==> config.mk <==
export PLATFORM = sky130hd
export DESIGN_NAME = vcache_array
export DESIGN_NICKNAME = d
export VERILOG_FILES = /design/src/logic/mem_link_pkg.sv /design/src/logic/vcache_pkg.sv /design/src/logic/ruche_buffer.sv /design/src/logic/vcache_array.sv /design/src/logic/vcache_core.sv /design/src/logic/vcache_req_in.sv /design/src/logic/vcache_rsp_out.sv /design/src/logic/vcache_tile.sv
export VERILOG_INCLUDE_DIRS = /design/src /design/src/logic
export SDC_FILE = /design/constraint.sdc
export NUM_CORES = 1
export LEC_CHECK = 0
export ABC_AREA = 0
export BUFFER_PORTS_ARGS = -buffer_cell sky130_fd_sc_hd__buf_4
export CAP_MARGIN = 20
export CORE_MARGIN = 2
export CORE_UTILIZATION = 54
export CTS_CLUSTER_SIZE = 28
export DETAILED_ROUTE_END_ITERATION = 6
export GPL_TIMING_DRIVEN = 0
export HOLD_SLACK_MARGIN = 0.02
export PLACE_DENSITY = 0.75
export SYNTH_ARGS = -nofsm -noshare
export SYNTH_HDL_FRONTEND = slang
export SYNTH_SLANG_ARGS = --single-unit
export TNS_END_PERCENT = 30
==> constraint.sdc <==
create_clock -name clk_i -period 5.75 [get_ports clk_i]
set_input_delay 0.2875 -clock clk_i [delete_from_list [all_inputs] [get_ports clk_i]]
set_output_delay 0.2875 -clock clk_i [all_outputs]
set_load 0.01 [all_outputs]
==> src/logic/vcache_cfg.svh <==
`ifndef VCACHE_CFG_SVH
`define VCACHE_CFG_SVH

// tiles in the row
`define VC_NUM_TILES 2

// word address and data widths
`define VC_ADDR_W 10
`define VC_DATA_W 32

// log2 of cache lines per tile
`define VC_SETS_LOG2 3

// registered stages on each memory channel
`define VC_RUCHE_STAGES 2

`endif

==> src/logic/mem_link_pkg.sv <==
`include "vcache_cfg.svh"

package mem_link_pkg;

  typedef logic [`VC_ADDR_W-1:0] addr_t;
  typedef logic [`VC_DATA_W-1:0] data_t;

  // address split for a direct-mapped cache
  typedef logic [`VC_SETS_LOG2-1:0] index_t;
  typedef logic [`VC_ADDR_W-`VC_SETS_LOG2-1:0] tag_t;

endpackage

==> src/logic/vcache_pkg.sv <==
`include "vcache_cfg.svh"

package vcache_pkg;

  // request and response operation
  typedef enum logic {
    OP_LOAD  = 1'b0,
    OP_STORE = 1'b1
  } vc_op_e;

  // miss/write controller
  typedef enum logic [1:0] {
    ST_IDLE      = 2'd0,
    ST_FILL_REQ  = 2'd1,
    // also waits for the write ack
    ST_FILL_WAIT = 2'd2,
    ST_WRITE     = 2'd3
  } vc_state_e;

endpackage

==> src/logic/ruche_buffer.sv <==
`timescale 1ns/1ps

module ruche_buffer (
  input  logic                clk_i,
  input  logic                rst_i,
  input  logic                fwd_v_i,
  input  logic                fwd_write_i,
  input  mem_link_pkg::addr_t fwd_addr_i,
  input  mem_link_pkg::data_t fwd_data_i,
  output logic                fwd_ready_o,
  output logic                fwd_v_o,
  output logic                fwd_write_o,
  output mem_link_pkg::addr_t fwd_addr_o,
  output mem_link_pkg::data_t fwd_data_o,
  input  logic                fwd_ready_i,
  input  logic                rev_v_i,
  input  mem_link_pkg::data_t rev_data_i,
  output logic                rev_v_o,
  output mem_link_pkg::data_t rev_data_o
);
  import mem_link_pkg::*;

  logic  full_q;
  logic  write_q;
  addr_t addr_q;
  data_t data_q;
  logic  rev_v_q;
  data_t rev_data_q;

  // single slot, only fills when empty
  assign fwd_ready_o = !full_q;

  always_ff @(posedge clk_i) begin
    if (rst_i) begin
      full_q <= 1'b0;
      rev_v_q <= 1'b0;
    end else begin
      if (fwd_v_i && !full_q) begin
        full_q <= 1'b1;
      end else if (fwd_ready_i) begin
        full_q <= 1'b0;
      end
      rev_v_q <= rev_v_i;
    end
  end

  always_ff @(posedge clk_i) begin
    if (fwd_v_i && !full_q) begin
      write_q <= fwd_write_i;
      addr_q <= fwd_addr_i;
      data_q <= fwd_data_i;
    end
    if (rev_v_i) begin
      rev_data_q <= rev_data_i;
    end
  end

  assign fwd_v_o = full_q;
  assign fwd_write_o = write_q;
  assign fwd_addr_o = addr_q;
  assign fwd_data_o = data_q;
  assign rev_v_o = rev_v_q;
  assign rev_data_o = rev_data_q;

endmodule

==> src/logic/vcache_array.sv <==
`timescale 1ns/1ps

`include "vcache_cfg.svh"

module vcache_array (
  input  logic                                          clk_i,
  input  logic                                          rst_i,
  input  logic [`VC_NUM_TILES-1:0]                      req_v_i,
  input  vcache_pkg::vc_op_e [`VC_NUM_TILES-1:0]        req_op_i,
  input  mem_link_pkg::addr_t [`VC_NUM_TILES-1:0]       req_addr_i,
  input  mem_link_pkg::data_t [`VC_NUM_TILES-1:0]       req_data_i,
  output logic [`VC_NUM_TILES-1:0]                      req_ready_o,
  output logic [`VC_NUM_TILES-1:0]                      rsp_v_o,
  output vcache_pkg::vc_op_e [`VC_NUM_TILES-1:0]        rsp_op_o,
  output mem_link_pkg::data_t [`VC_NUM_TILES-1:0]       rsp_data_o,
  input  logic [`VC_NUM_TILES-1:0]                      rsp_ready_i,
  output logic [`VC_NUM_TILES-1:0]                      mem_v_o,
  output logic [`VC_NUM_TILES-1:0]                      mem_write_o,
  output mem_link_pkg::addr_t [`VC_NUM_TILES-1:0]       mem_addr_o,
  output mem_link_pkg::data_t [`VC_NUM_TILES-1:0]       mem_data_o,
  input  logic [`VC_NUM_TILES-1:0]                      mem_ready_i,
  input  logic [`VC_NUM_TILES-1:0]                      mem_rdata_v_i,
  input  mem_link_pkg::data_t [`VC_NUM_TILES-1:0]       mem_rdata_i
);

  // each tile owns its own memory channel
  for (genvar t = 0; t < `VC_NUM_TILES; t++) begin : tile
    vcache_tile vc (
      .clk_i(clk_i), .rst_i(rst_i),
      .req_v_i(req_v_i[t]), .req_op_i(req_op_i[t]),
      .req_addr_i(req_addr_i[t]), .req_data_i(req_data_i[t]),
      .req_ready_o(req_ready_o[t]),
      .rsp_v_o(rsp_v_o[t]), .rsp_op_o(rsp_op_o[t]), .rsp_data_o(rsp_data_o[t]),
      .rsp_ready_i(rsp_ready_i[t]),
      .mem_v_o(mem_v_o[t]), .mem_write_o(mem_write_o[t]),
      .mem_addr_o(mem_addr_o[t]), .mem_data_o(mem_data_o[t]),
      .mem_ready_i(mem_ready_i[t]),
      .mem_rdata_v_i(mem_rdata_v_i[t]), .mem_rdata_i(mem_rdata_i[t])
    );
  end

endmodule

==> src/logic/vcache_core.sv <==
`timescale 1ns/1ps

`include "vcache_cfg.svh"

module vcache_core (
  input  logic                clk_i,
  input  logic                rst_i,
  input  logic                core_v_i,
  input  vcache_pkg::vc_op_e  core_op_i,
  input  mem_link_pkg::addr_t core_addr_i,
  input  mem_link_pkg::data_t core_data_i,
  output logic                core_ready_o,
  output logic                rsp_v_o,
  output vcache_pkg::vc_op_e  rsp_op_o,
  output mem_link_pkg::data_t rsp_data_o,
  input  logic                rsp_ready_i,
  output logic                mem_v_o,
  output logic                mem_write_o,
  output mem_link_pkg::addr_t mem_addr_o,
  output mem_link_pkg::data_t mem_data_o,
  input  logic                mem_ready_i,
  input  logic                mem_rdata_v_i,
  input  mem_link_pkg::data_t mem_rdata_i
);
  import vcache_pkg::*;
  import mem_link_pkg::*;

  localparam int LINES = 1 << `VC_SETS_LOG2;

  vc_state_e        state_q;
  logic [LINES-1:0] valid_q;
  tag_t             tag_mem [LINES];
  data_t            data_mem [LINES];

  // request held during a miss or write
  vc_op_e op_q;
  addr_t  addr_q;
  data_t  data_q;

  logic   rsp_v_q;
  vc_op_e rsp_op_q;
  data_t  rsp_data_q;

  index_t idx;
  tag_t   tag;
  index_t idx_q;
  tag_t   tag_q;
  logic   hit;
  logic   take;
  logic   mem_done;
  logic   fill;

  assign {tag, idx} = core_addr_i;
  assign {tag_q, idx_q} = addr_q;

  assign hit = valid_q[idx] && (tag_mem[idx] == tag);

  // only take a new request once the response slot frees up
  assign core_ready_o = (state_q == ST_IDLE) && (!rsp_v_q || rsp_ready_i);
  assign take = core_v_i && core_ready_o;

  // read data or write ack
  assign mem_done = (state_q == ST_FILL_WAIT) && mem_rdata_v_i;
  assign fill = mem_done && (op_q == OP_LOAD);

  always_ff @(posedge clk_i) begin
    if (rst_i) begin
      state_q <= ST_IDLE;
      valid_q <= '0;
      rsp_v_q <= 1'b0;
    end else begin
      if (rsp_v_q && rsp_ready_i) begin
        rsp_v_q <= 1'b0;
      end
      case (state_q)
        ST_IDLE: begin
          if (take) begin
            if (core_op_i == OP_STORE) begin
              state_q <= ST_WRITE;
            end else if (hit) begin
              rsp_v_q <= 1'b1;
            end else begin
              state_q <= ST_FILL_REQ;
            end
          end
        end
        ST_FILL_REQ, ST_WRITE: begin
          if (mem_ready_i) begin
            state_q <= ST_FILL_WAIT;
          end
        end
        ST_FILL_WAIT: begin
          if (mem_done) begin
            rsp_v_q <= 1'b1;
            state_q <= ST_IDLE;
          end
          if (fill) begin
            valid_q[idx_q] <= 1'b1;
          end
        end
        default: state_q <= ST_IDLE;
      endcase
    end
  end

  always_ff @(posedge clk_i) begin
    if (take) begin
      op_q <= core_op_i;
      addr_q <= core_addr_i;
      data_q <= core_data_i;
    end
    if (take && (core_op_i == OP_LOAD) && hit) begin
      rsp_op_q <= OP_LOAD;
      rsp_data_q <= data_mem[idx];
    end
    if (mem_done) begin
      rsp_op_q <= op_q;
      rsp_data_q <= (op_q == OP_LOAD) ? mem_rdata_i : data_q;
    end
  end

  // store hit updates in place, load miss replaces the line
  always_ff @(posedge clk_i) begin
    if (take && (core_op_i == OP_STORE) && hit) begin
      data_mem[idx] <= core_data_i;
    end
    if (fill) begin
      tag_mem[idx_q] <= tag_q;
      data_mem[idx_q] <= mem_rdata_i;
    end
  end

  assign mem_v_o = (state_q == ST_FILL_REQ) || (state_q == ST_WRITE);
  assign mem_write_o = (state_q == ST_WRITE);
  assign mem_addr_o = addr_q;
  assign mem_data_o = data_q;

  assign rsp_v_o = rsp_v_q;
  assign rsp_op_o = rsp_op_q;
  assign rsp_data_o = rsp_data_q;

endmodule

==> src/logic/vcache_req_in.sv <==
`timescale 1ns/1ps

module vcache_req_in (
  input  logic                clk_i,
  input  logic                rst_i,
  input  logic                req_v_i,
  input  vcache_pkg::vc_op_e  req_op_i,
  input  mem_link_pkg::addr_t req_addr_i,
  input  mem_link_pkg::data_t req_data_i,
  output logic                req_ready_o,
  output logic                core_v_o,
  output vcache_pkg::vc_op_e  core_op_o,
  output mem_link_pkg::addr_t core_addr_o,
  output mem_link_pkg::data_t core_data_o,
  input  logic                core_ready_i
);
  import vcache_pkg::*;
  import mem_link_pkg::*;

  logic   full_q;
  logic   up_q;
  logic   take;
  vc_op_e op_q;
  addr_t  addr_q;
  data_t  data_q;

  // open once out of reset, then when empty or draining
  assign req_ready_o = up_q && (!full_q || core_ready_i);
  assign take = req_v_i && req_ready_o;

  always_ff @(posedge clk_i) begin
    if (rst_i) begin
      up_q <= 1'b0;
      full_q <= 1'b0;
    end else begin
      up_q <= 1'b1;
      if (take) begin
        full_q <= 1'b1;
      end else if (core_ready_i) begin
        full_q <= 1'b0;
      end
    end
  end

  always_ff @(posedge clk_i) begin
    if (take) begin
      op_q <= req_op_i;
      addr_q <= req_addr_i;
      data_q <= req_data_i;
    end
  end

  assign core_v_o = full_q;
  assign core_op_o = op_q;
  assign core_addr_o = addr_q;
  assign core_data_o = data_q;

endmodule

==> src/logic/vcache_rsp_out.sv <==
`timescale 1ns/1ps

module vcache_rsp_out (
  input  logic                clk_i,
  input  logic                rst_i,
  input  logic                in_v_i,
  input  vcache_pkg::vc_op_e  in_op_i,
  input  mem_link_pkg::data_t in_data_i,
  output logic                in_ready_o,
  output logic                rsp_v_o,
  output vcache_pkg::vc_op_e  rsp_op_o,
  output mem_link_pkg::data_t rsp_data_o,
  input  logic                rsp_ready_i
);
  import vcache_pkg::*;
  import mem_link_pkg::*;

  logic   full_q;
  vc_op_e op_q;
  data_t  data_q;

  // refill in the same cycle the north side drains
  assign in_ready_o = !full_q || rsp_ready_i;

  always_ff @(posedge clk_i) begin
    if (rst_i) begin
      full_q <= 1'b0;
    end else if (in_ready_o) begin
      full_q <= in_v_i;
    end
  end

  always_ff @(posedge clk_i) begin
    if (in_v_i && in_ready_o) begin
      op_q <= in_op_i;
      data_q <= in_data_i;
    end
  end

  assign rsp_v_o = full_q;
  assign rsp_op_o = op_q;
  assign rsp_data_o = data_q;

endmodule

==> src/logic/vcache_tile.sv <==
`timescale 1ns/1ps

`include "vcache_cfg.svh"

module vcache_tile (
  input  logic                clk_i,
  input  logic                rst_i,
  input  logic                req_v_i,
  input  vcache_pkg::vc_op_e  req_op_i,
  input  mem_link_pkg::addr_t req_addr_i,
  input  mem_link_pkg::data_t req_data_i,
  output logic                req_ready_o,
  output logic                rsp_v_o,
  output vcache_pkg::vc_op_e  rsp_op_o,
  output mem_link_pkg::data_t rsp_data_o,
  input  logic                rsp_ready_i,
  output logic                mem_v_o,
  output logic                mem_write_o,
  output mem_link_pkg::addr_t mem_addr_o,
  output mem_link_pkg::data_t mem_data_o,
  input  logic                mem_ready_i,
  input  logic                mem_rdata_v_i,
  input  mem_link_pkg::data_t mem_rdata_i
);
  import vcache_pkg::*;
  import mem_link_pkg::*;

  localparam int NS = `VC_RUCHE_STAGES;

  logic   core_v;
  logic   core_ready;
  vc_op_e core_op;
  addr_t  core_addr;
  data_t  core_data;

  logic   cr_v;
  logic   cr_ready;
  vc_op_e cr_op;
  data_t  cr_data;

  // index 0 is the core side, NS the outside
  logic [NS:0]  fwd_v;
  logic [NS:0]  fwd_ready;
  logic [NS:0]  fwd_write;
  addr_t [NS:0] fwd_addr;
  data_t [NS:0] fwd_data;
  logic [NS:0]  rev_v;
  data_t [NS:0] rev_data;

  vcache_req_in req_in0 (
    .clk_i(clk_i), .rst_i(rst_i),
    .req_v_i(req_v_i), .req_op_i(req_op_i),
    .req_addr_i(req_addr_i), .req_data_i(req_data_i), .req_ready_o(req_ready_o),
    .core_v_o(core_v), .core_op_o(core_op),
    .core_addr_o(core_addr), .core_data_o(core_data), .core_ready_i(core_ready)
  );

  vcache_core core0 (
    .clk_i(clk_i), .rst_i(rst_i),
    .core_v_i(core_v), .core_op_i(core_op), .core_addr_i(core_addr),
    .core_data_i(core_data), .core_ready_o(core_ready),
    .rsp_v_o(cr_v), .rsp_op_o(cr_op), .rsp_data_o(cr_data), .rsp_ready_i(cr_ready),
    .mem_v_o(fwd_v[0]), .mem_write_o(fwd_write[0]), .mem_addr_o(fwd_addr[0]),
    .mem_data_o(fwd_data[0]), .mem_ready_i(fwd_ready[0]),
    .mem_rdata_v_i(rev_v[0]), .mem_rdata_i(rev_data[0])
  );

  vcache_rsp_out rsp_out0 (
    .clk_i(clk_i), .rst_i(rst_i),
    .in_v_i(cr_v), .in_op_i(cr_op), .in_data_i(cr_data), .in_ready_o(cr_ready),
    .rsp_v_o(rsp_v_o), .rsp_op_o(rsp_op_o), .rsp_data_o(rsp_data_o),
    .rsp_ready_i(rsp_ready_i)
  );

  for (genvar s = 0; s < NS; s++) begin : rb
    ruche_buffer stage (
      .clk_i(clk_i), .rst_i(rst_i),
      .fwd_v_i(fwd_v[s]), .fwd_write_i(fwd_write[s]),
      .fwd_addr_i(fwd_addr[s]), .fwd_data_i(fwd_data[s]), .fwd_ready_o(fwd_ready[s]),
      .fwd_v_o(fwd_v[s+1]), .fwd_write_o(fwd_write[s+1]),
      .fwd_addr_o(fwd_addr[s+1]), .fwd_data_o(fwd_data[s+1]),
      .fwd_ready_i(fwd_ready[s+1]),
      .rev_v_i(rev_v[s+1]), .rev_data_i(rev_data[s+1]),
      .rev_v_o(rev_v[s]), .rev_data_o(rev_data[s])
    );
  end

  assign mem_v_o = fwd_v[NS];
  assign mem_write_o = fwd_write[NS];
  assign mem_addr_o = fwd_addr[NS];
  assign mem_data_o = fwd_data[NS];
  assign fwd_ready[NS] = mem_ready_i;
  assign rev_v[NS] = mem_rdata_v_i;
  assign rev_data[NS] = mem_rdata_i;

endmodule

==> metrics.txt, run 1 <==
status=finished, final reports clean; wl on met1=39.76 mm; Tot Pwr=about 0.019 W; # Max-Cap Violations=0; Worst Hold Launch=req_v_i[0]; Top FF cell, synth=edfxtp_1; sum of net half-perimeters after detailed placement=around 68 mm; starting density of the core=54.47%; drt wl/cell=~27 µm; post-CTS resize count=0; Seq/Total Area, Yosys=about four fifths; layout cells sized above 1=a little over 30%; fin cells=between 4000 and 5000; initial antenna violation count=3; register bit total from synthesis=1269; clk_skew=slightly above 60 ps; RSZ-0062 raised after global routing=no; CP Max Fanout=13; Hold Fails Final Rpt=0; worst path cell trace=clkbuf_1 > nand3b_1 > nor2_1 > buf_1 > buf_1 > a31oi_1 > a21oi_4 > buf_16 > buf_16; DR WL met2=approximately 57 mm; first-pass GRT wire length=about 160 mm; Slew Viols, Final=0; Slew headroom=between 20% and 30%; Final min period=4020 ps; Skew-Pair Late Insertion Delay=between 700 and 800 ps; number of synthesized flops with an enable pin=roughly 1200; fill cell count=roughly 5300; Pleak=about 19 nW; die area=~88000 µm²; top cell type's share of synthesized area=79.51%; Critical Path RT=between 6000 and 7000 ps; endpoints failing setup=0; Via density=roughly 5.9; most numerous cell in the Yosys netlist=edfxtp_1; Final Cycle Share=a little over two thirds; uppermost layer routed=met5; critical path endpoint category=register; vias in the first global route=24730; cell taking the most area after synthesis=edfxtp_1; critical path's slowest cell=buf_1; Reg clk slew, reported paths=roughly 70 ps; Yosys cell types=46; fmax=between 200 and 250 MHz; R2R Path Start=tile[1].vc.core0.state_q[0]$_SDFFE_PP0P_; placed cells=3682; nets@finish=approximately 3000; Worst Tran Pin Value=between 1000 and 1500 ps; setup TNS=0 ps; WHS Path Cells=3; Reg area=roughly 38000 µm²; WP data arrival=4420 ps; Crit Path Class=reg2reg; core area=85150 µm²; WL met3=9.345 mm; r2r endpoint=tile[1].vc.core0.data_mem[2][2]$_DFFE_PP_; Mapped Area=around 46000 µm²; drt total wl=109.8 mm; drt drc=0; Routed Antenna Nets=0; DRT iter0 DRCs=~2500; GRT Overall Usage=24.73%; HP Class=in2reg; Post-synth top cells=edfxtp_1 (1228), mux4_2 (149), buf_4 (98), mux2i_1 (98), a21oi_1 (90); YS warnings=0; # port buffers=roughly 320; CP peak stage delay=approximately 750 ps; post-cts hold buffer count=between 150 and 200; largest net degree at the start of global routing=34; htree depth=3; maximum vdd drop=0.4298 mV; TritonCTS buffer count=~120; Die W=just under 300 µm; Post-CTS Setup Bufs=0; GRT overflow=0; Hold Path End=tile[0].vc.req_in0.core_v_o$_SDFFE_PP0P_; Synth-to-Final Area Change=22.27%; Area contributors post-synth=edfxtp_1 (80%), mux4_2 (7.2%), mux2i_1 (2.1%); clock root buffer=clkbuf_16; # IOs=between 300 and 400; global placer's final weighted congestion=between 0.8 and 0.9; CTS Sinks=1269; Power Dens Cells=roughly 340 nW/µm²; CTS tree=built; R2R depth=9; Via Count=approximately 24000; drt first pass iters=5; footprint of the multi-input gates=roughly 8000 µm²; mean post-synth cell area=between 20 and 25 µm²; Row Count=approximately 110; total nets after synthesis=2343; ys async rst share=0%; worst reg2reg setup slack=roughly 1700 ps; critical path launch point=tile[1].vc.core0.state_q[0]$_SDFFE_PP0P_; Post-Syn Instances=2183; Die Y=~300 µm; Worst Setup Start Kind=register; clk buf depth=3
==> area by class of cell <==
| cell class | count | share of cell area [%] |
|---|---|---|
| clock buffers | 144 | 5.489 |
| multi-input cells | 721 | 13.79 |
| repair buffers | 510 | 8.236 |
| flip-flops and latches | 1269 | 66.48 |
| well taps | 1144 | 2.524 |
| clock inverters | 72 | 1.483 |
| inverters | 10 | 0.06619 |
| plain buffers | 183 | 1.933 |
| diodes | 1 | 0.004413 |
==> registers in the layout, indices dropped and copies added (netlist names), named ones only <==
name	cells
tile.vc.core0.data_mem	512
tile.vc.rb.stage.fwd_data_o	128
tile.vc.rb.stage.rev_data_o	128
tile.vc.core0.tag_mem	112
tile.vc.core0.mem_data_o	64
tile.vc.core0.rsp_data_o	64
tile.vc.req_in0.core_data_o	64
tile.vc.rsp_out0.rsp_data_o	64
tile.vc.rb.stage.fwd_addr_o	40
tile.vc.core0.mem_addr_o	20
tile.vc.req_in0.core_addr_o	20
tile.vc.core0.valid_q	16
tile.vc.core0.state_q	4
tile.vc.rb.stage.fwd_v_o	4
tile.vc.rb.stage.fwd_write_o	4
tile.vc.rb.stage.rev_v_o	4
tile.vc.core0.op_q	2
tile.vc.core0.rsp_op_o	2
tile.vc.core0.rsp_v_o	2
tile.vc.req_in0.core_op_o	2
tile.vc.req_in0.core_v_o	2
tile.vc.rsp_out0.rsp_op_o	2
tile.vc.rsp_out0.rsp_v_o	2
tile.vc.req_in0.up_q	1
==> cells in the final DEF (no fill, tap or decap), drive strengths merged, types with 4 or more instances in the layout <==
cell,count
inv,14
a31oi,8
nand4,8
nor3,10
nand2b,4
mux4,149
clkbuf,187
edfxtp,1228
nand3,5
a211oi,68
nor3b,4
mux2,70
nand3b,4
and2,6
mux2i,98
a22oi,7
xnor2,6
nand2,16
dlygate4sd3,155
clkinv,51
buf,495
nor2,56
nor2b,81
a21oi,90
bufinv,14
dfxtp,41
==> cell families after synthesis <==
family | share of synthesized area (%)
compound gates | 2.587
xor+xnor | 0.1700
buf+inv | 2.444
mux | 11.05
simple gates | 2.474
flops | 81.28
==> through the flow <==
stage	hold WS, ps	utilization [%]	setup WS (ps)	cell area [µm²]
2_1_floorplan	386.4	-	814.2	46390
3_3_place_gp	401.7	58.95	-2508	50190
3_5_place_dp	404.5	60.13	1754	51200
4_1_cts	55.98	66.60	1660	56710
5_1_grt	84.84	66.60	1606	56710
6_report	93.08	66.60	1730	56710
==> routing by layer <==
layer / GRT usage [%] / vias to the layer above
li1: - / 9970
met1: 30.99 / 12230
met2: 43.42 / 1323
met3: 4.718 / 230
met4: 8.478 / 4
met5: 0 / -
==> where the power goes <==
part | internal, W | total (W) | switching [W]
Combinational | 0.000412 | 0.000853 | 0.000441
Sequential | 0.0103 | 0.0104 | 0.0000968
Clock | 0.00450 | 0.00791 | 0.00341
Total | 0.0152 | 0.0191 | 0.00395
==> worst max path at each step <==
stage,cells past startpoint,to
floorplan,6,tile[1].vc.core0.data_mem[1][0]$_DFFE_PP_
global placement,7,tile[1].vc.core0.data_mem[7][14]$_DFFE_PP_
detailed placement,9,tile[1].vc.core0.data_mem[3][19]$_DFFE_PP_
CTS,9,tile[1].vc.core0.data_mem[3][10]$_DFFE_PP_
global route,9,tile[1].vc.core0.data_mem[3][27]$_DFFE_PP_
finish,9,tile[1].vc.core0.data_mem[2][2]$_DFFE_PP_
==> critical path, delay by kind of cell (launching register included) <==
| family | cells | cell delay, ps |
|---|---|---|
| AOI/OAI and AO/OA | 2 | 810 |
| buffers and inverters | 5 | 1860 |
| DFF | 1 | 300 |
| and+or+nand+nor | 2 | 780 |
Power figures use the tool's default switching activity.
==> inputs of run 2 (changes only) <==
Settings changed: CORE_UTILIZATION 54 to 55, PLACE_DENSITY 0.75 to 0.74.
Clock period 5.75 ns to 4 ns, I/O delays scaled along.
==> run 2 against run 1 <==
  * Critical path depth down 1
  * Non-clock buffer count up 15
  * Utilization rose by 2.0 points
  * Clock skew is 3.8 ps higher
  * Critical path type unchanged
  * Via count fell by 0.90%
==> metrics.txt, run 2 (same netlist as run 1, synthesis figures left out) <==
Reg clk slew, reported paths=around 60 ps; drt drc=0; Pleak=slightly below 20 nW; CTS tree=built; drt total wl=approximately 110 mm; # Max-Cap Violations=0; clk buf depth=3; Slew Viols, Final=0; # IOs=~320; initial antenna violation count=4; Worst Tran Pin Value=1134 ps; drt wl/cell=26.97 µm; die area=slightly below 90000 µm²; Via density=5.857; Row Count=between 100 and 150; global placer's final weighted congestion=~0.84; Most flops, register=tile.vc.core0.data_mem; endpoints failing setup=0; Skew-Pair Late Insertion Delay=~700 ps; Via Count=between 20000 and 25000; Worst Setup Start Kind=register; Worst Hold Launch=req_v_i[1]; # port buffers=316; Slew headroom=about 24%; sum of net half-perimeters after detailed placement=67.79 mm; Critical Path RT=between 4000 and 5000 ps; starting density of the core=~56%; WP data arrival=4250 ps; Power Dens Cells=between 400 and 500 nW/µm²; layout cells sized above 1=roughly a third; Hold Fails Final Rpt=0; r2r endpoint=tile[0].vc.core0.data_mem[2][16]$_DFFE_PP_; commonest non-fill, non-tap cell in the layout=edfxtp_1; critical path endpoint category=register; core area=83560 µm²; fmax=256.2 MHz; Final min period=around 3900 ps; GRT overflow=0; drt first pass iters=5; Hold Slack=45.64 ps; family with the most delay on the worst path=compound AO/OA/AOI/OAI gates; RSZ-0062 raised after global routing=yes; CTS Sinks=between 1000 and 1500; status=finished, final reports clean; TritonCTS buffer count=about 120; GRT Overall Usage=between 20% and 30%; Synth-to-Final Area Change=23.53%; nets@finish=between 2000 and 3000; worst reg2reg setup slack=100 ps; DRT iter0 DRCs=around 2200; max reg flops=just over 500; htree depth=3; commonest non-fill, non-tap cells in the layout=edfxtp_1 (1228), buf_4 (428), dlygate4sd3_1 (158), mux4_2 (149), clkbuf_16 (122); maximum vdd drop=~0.52 mV; clock root buffer=clkbuf_16; vias in the first global route=between 20000 and 25000; critical path's slowest cell=a21oi_4; Routed Antenna Nets=0; fill cell count=~5000; CP Max Fanout=18; largest net degree at the start of global routing=35; CP Capture Point=tile[0].vc.core0.data_mem[2][16]$_DFFE_PP_; worst path bufs/invs=3; Crit. path cell count=8; worst path cell trace=buf_2 > buf_2 > mux4_2 > xnor2_1 > nor4_4 > nand4_1 > a21oi_4 > buf_16; first-pass GRT wire length=roughly 160 mm; R2R depth=8; Die W=approximately 290 µm; CP most frequent cell=buf_2; HP Class=in2reg; Crit Path Class=reg2reg; CP peak stage delay=roughly 930 ps; clk_skew=65.87 ps; setup TNS=0 ps; Die Y=just under 300 µm; Final Cycle Share=a little over nine tenths
-- run 2: cell type report --
cell class                      count  area, µm²  share of cell area (%)
Timing Repair Buffer              525       4885                   8.526
Buffer                            183       1105                   1.928
Clock buffer                      146       3183                   5.556
Multi-Input combinational cell    721       7831                   13.67
Antenna cell                        2      5.005                0.008735
Sequential cell                  1269      37700                   65.80
Clock inverter                     84       1197                   2.090
Inverter                           10      37.54                 0.06552
Tap cell                         1080       1351                   2.359
-- run 2: timing repair --
item,CTS,global route
resized for setup,3,1
endpoints found under the hold margin,182,0
hold buffers,158,0
pin swaps,0,3
setup buffers,7,7
endpoints found under the setup margin,128,61
-- run 2: worst min-delay path, delay by kind of cell --
kind / cells / cell delay [ps]
simple gates: 1 / 200
compound gates: 1 / 140
buf+inv: 1 / 110
-- run 2: power breakdown --
part           switching (W)  internal [W]  leakage [nW]
Clock                0.00495       0.00744          2.12
Sequential          0.000137        0.0148          11.5
Combinational       0.000632      0.000595          5.76
Total                0.00572        0.0228          19.4
-- run 2: layer usage --
metal  GRT usage, %  vias to the layer above  share of wire, %
met4          8.300                        4               3.2
met3          4.796                      211               8.3
li1               -                    10040                 -
met2          43.97                     1266                52
met1          31.90                    12030                37
met5              0                        -             0.023
-- run 2: how the worst min path moves through the flow --
stage | to | slack, ps | cells after the start
after floorplan | tile[0].vc.rb[1].stage.rev_data_o[0]$_DFFE_PP_ | 300 | 0
after global placement | tile[1].vc.req_in0.core_data_o[28]$_DFFE_PP_ | 380 | 1
after detailed placement | tile[1].vc.req_in0.core_data_o[24]$_DFFE_PP_ | 380 | 1
after CTS | register | 30 | 3
after global routing | register | 50 | 3
final | tile[1].vc.req_in0.core_v_o$_SDFFE_PP0P_ | 50 | 3
-- run 2: metrics by stage --
step / cells / area, µm² / power, W / utilization, % / setup WS, ps
2_1_floorplan: 2183 / 46490 / 0.01578 / - / -194.9
3_3_place_gp: 3579 / 50210 / 0.01622 / 60.09 / -2712
3_5_place_dp: 3616 / 51150 / 0.01628 / 61.22 / -479.5
4_1_cts: 4011 / 57170 / 0.02862 / 68.43 / 113.1
5_1_grt: 4019 / 57290 / 0.02925 / 68.57 / -51.75
6_report: 4020 / 57290 / 0.02854 / 68.57 / 97.24
==> inputs of run 3 (changes only) <==
Settings changed: CORE_ASPECT_RATIO set to 0.9.
==> run 3 against run 2 <==
  * Clock skew decreased by 32 ps
  * Combinational power about the same
  * Cell count grew 0.55%
  * Via count up 0.58%
  * Sequential cell count did not move
  * Sequential share of layout area up 0.66 points
  * Clock-buffer cell count shrank 2
  * Critical path depth is the same
  * Utilization is 0.97 points lower
  * Sequential power hardly changed
  * First-iteration DRC count up 16%
  * Critical path type unchanged
  * Highest routed layer unchanged
==> metrics.txt, run 3 (same netlist as run 1, synthesis figures left out) <==
# IOs=around 320; Routed Antenna Nets=0; CP Max Fanout=18; family with the most delay on the worst path=simple AND/OR/NAND/NOR gates; clk buf depth=3; Hold Slack=approximately 54 ps; endpoints failing setup=0; max reg flops=roughly 510; Via density=about 5.9; Synth-to-Final Area Change=22.29%; Worst Tran Pin Value=1108 ps; critical path's slowest cell=a21oi_4; WHS Path Cells=3; fmax=approximately 260 MHz; nets@finish=around 3000; status=finished, final reports clean; drt total wl=between 100 and 150 mm; GRT Overall Usage=about 25%; Most flops, register=tile.vc.core0.data_mem; htree depth=3; maximum vdd drop=approximately 0.42 mV; Final Cycle Share=97.35%; CTS Sinks=1269; Row Count=between 100 and 150; largest net degree at the start of global routing=34; worst path bufs/invs=2; initial antenna violation count=5; TritonCTS buffer count=between 100 and 150; global placer's final weighted congestion=approximately 0.83; NetSw=between 0.005 and 0.006 W; Layout Utilization=around two thirds; Post-DP Area=between 50000 and 60000 µm²; clk_skew=33.68 ps; # Max-Cap Violations=0; Comb pwr share=between 4 and 5%; Tot Pwr=around 0.027 W; Internal Dissipation=roughly 0.022 W; CTS tree=built; GRT overflow=0; commonest non-fill, non-tap cells in the layout=edfxtp_1 (1228), buf_4 (417), dlygate4sd3_1 (157), mux4_2 (149), clkbuf_16 (119); footprint of the multi-input gates=between 7000 and 8000 µm²; Slew Viols, Final=0; starting density of the core=55.27%; Flop pwr share=a little over half; Slew headroom=25.87%; CP peak stage delay=830 ps; critical path endpoint category=register; Via Count=roughly 24000; core area=around 84000 µm²; first-pass GRT wire length=156.6 mm; RSZ-0062 raised after global routing=yes; R2R depth=8; Skew-Pair Late Insertion Delay=between 600 and 700 ps; Die Y=about 280 µm; WP data arrival=4260 ps; vias in the first global route=approximately 24000; Worst Setup Start Kind=register; Pleak=19.05 nW; worst path cell trace=clkbuf_1 > nand3b_1 > nand2b_1 > nand3_1 > nor4b_2 > nand4_1 > a21oi_4 > buf_16; clock share of power=41.1%; Hold Fails Final Rpt=0; Reg clk slew, reported paths=approximately 60 ps; layout cells sized above 1=between 30% and 40%; clock root buffer=clkbuf_16; Final min period=just under 4000 ps; fill cell count=roughly 5100; Die W=310.1 µm; Reg area=37700 µm²; commonest non-fill, non-tap cell in the layout=edfxtp_1; drt wl/cell=between 20 and 30 µm; # port buffers=between 300 and 400; drt drc=0; Power Dens Cells=483.4 nW/µm²; drt first pass iters=7; sw frac=between 20% and 30%; Crit Path Class=reg2reg; Critical Path RT=4370 ps; die area=just under 90000 µm²; Crit. path cell count=8; DRT iter0 DRCs=about 2500; sum of net half-perimeters after detailed placement=about 68 mm; Finished Cell Area=56720 µm²; HP Class=in2reg
==> run 3: changes by cell type in the layout (fill, tap and decap cells not counted), moves of 5 or more <==
cell and change:
bufinv_16 -13, buf_4 -11, clkinv_1 -7, clkinvlp_4 +6, buf_16 -5
==> run 3: layout make-up <==
type	count	share of cell area (%)
repair buffers	513	8.369
clock buffers	144	5.486
plain buffers	183	1.948
inverters	10	0.06838
well taps	1133	2.499
diodes	1	0.004412
clock inverters	68	1.337
flip-flops and latches	1269	66.46
multi-input cells	721	13.82
==> run 3: stage by stage <==
step	setup WS, ps	setup TNS, ps	cells
6_report	106.0	0	4042
5_1_grt	-19.17	-127.4	4041
4_1_cts	98.47	0	4035
3_5_place_dp	-373.3	-29750	3666
3_3_place_gp	-2771	-1552960	3632
2_1_floorplan	-194.9	-83400	2183
==> run 3: repair_timing <==
item | CTS | global route
gates resized for setup | 3 | 2
setup buffers | 0 | 6
pin swaps | 0 | 6
setup endpoints to repair | 128 | 151
hold endpoints to repair | 198 | 0
hold buffers | 157 | 0
==> run 3: tightest hold or removal path, delay by kind of cell <==
kind / cells / cell delay (ps)
AOI/OAI and AO/OA: 1 / 210
and+or+nand+nor: 1 / 200
buffers and inverters: 1 / 70
==> run 3: worst paths after layout <==
kind                                                   from                                              to  slack, ps
min                                              req_v_i[1]        tile[1].vc.req_in0.core_v_o$_SDFFE_PP0P_         50
max                tile[1].vc.core0.state_q[0]$_SDFFE_PP0P_      tile[1].vc.core0.data_mem[1][20]$_DFFE_PP_        110
min reg2reg  tile[1].vc.rb[1].stage.rev_data_o[3]$_DFFE_PP_  tile[1].vc.rb[0].stage.rev_data_o[3]$_DFFE_PP_        410
max reg2reg        tile[1].vc.core0.state_q[0]$_SDFFE_PP0P_      tile[1].vc.core0.data_mem[1][20]$_DFFE_PP_        110
==> run 3: power groups by stage <==
stage	Sequential, W	Clock (W)	Combinational (W)
3_5_place_dp	0.0152	0	0.00108
4_1_cts	0.0149	0.0113	0.00122
3_3_place_gp	0.0152	0	0.00101
5_1_grt	0.0149	0.0119	0.00130
2_1_floorplan	0.0151	0	0.000639
6_report	0.0149	0.0113	0.00123
==> run 3: per-layer routing <==
layer | vias to the layer above | part of all wire (%) | track usage, %
met3 | 207 | 8.6 | 4.887
met4 | 8 | 2.7 | 7.593
li1 | 9985 | - | -
met2 | 1251 | 51 | 42.34
met5 | - | 0.052 | 0
met1 | 12230 | 38 | 32.89
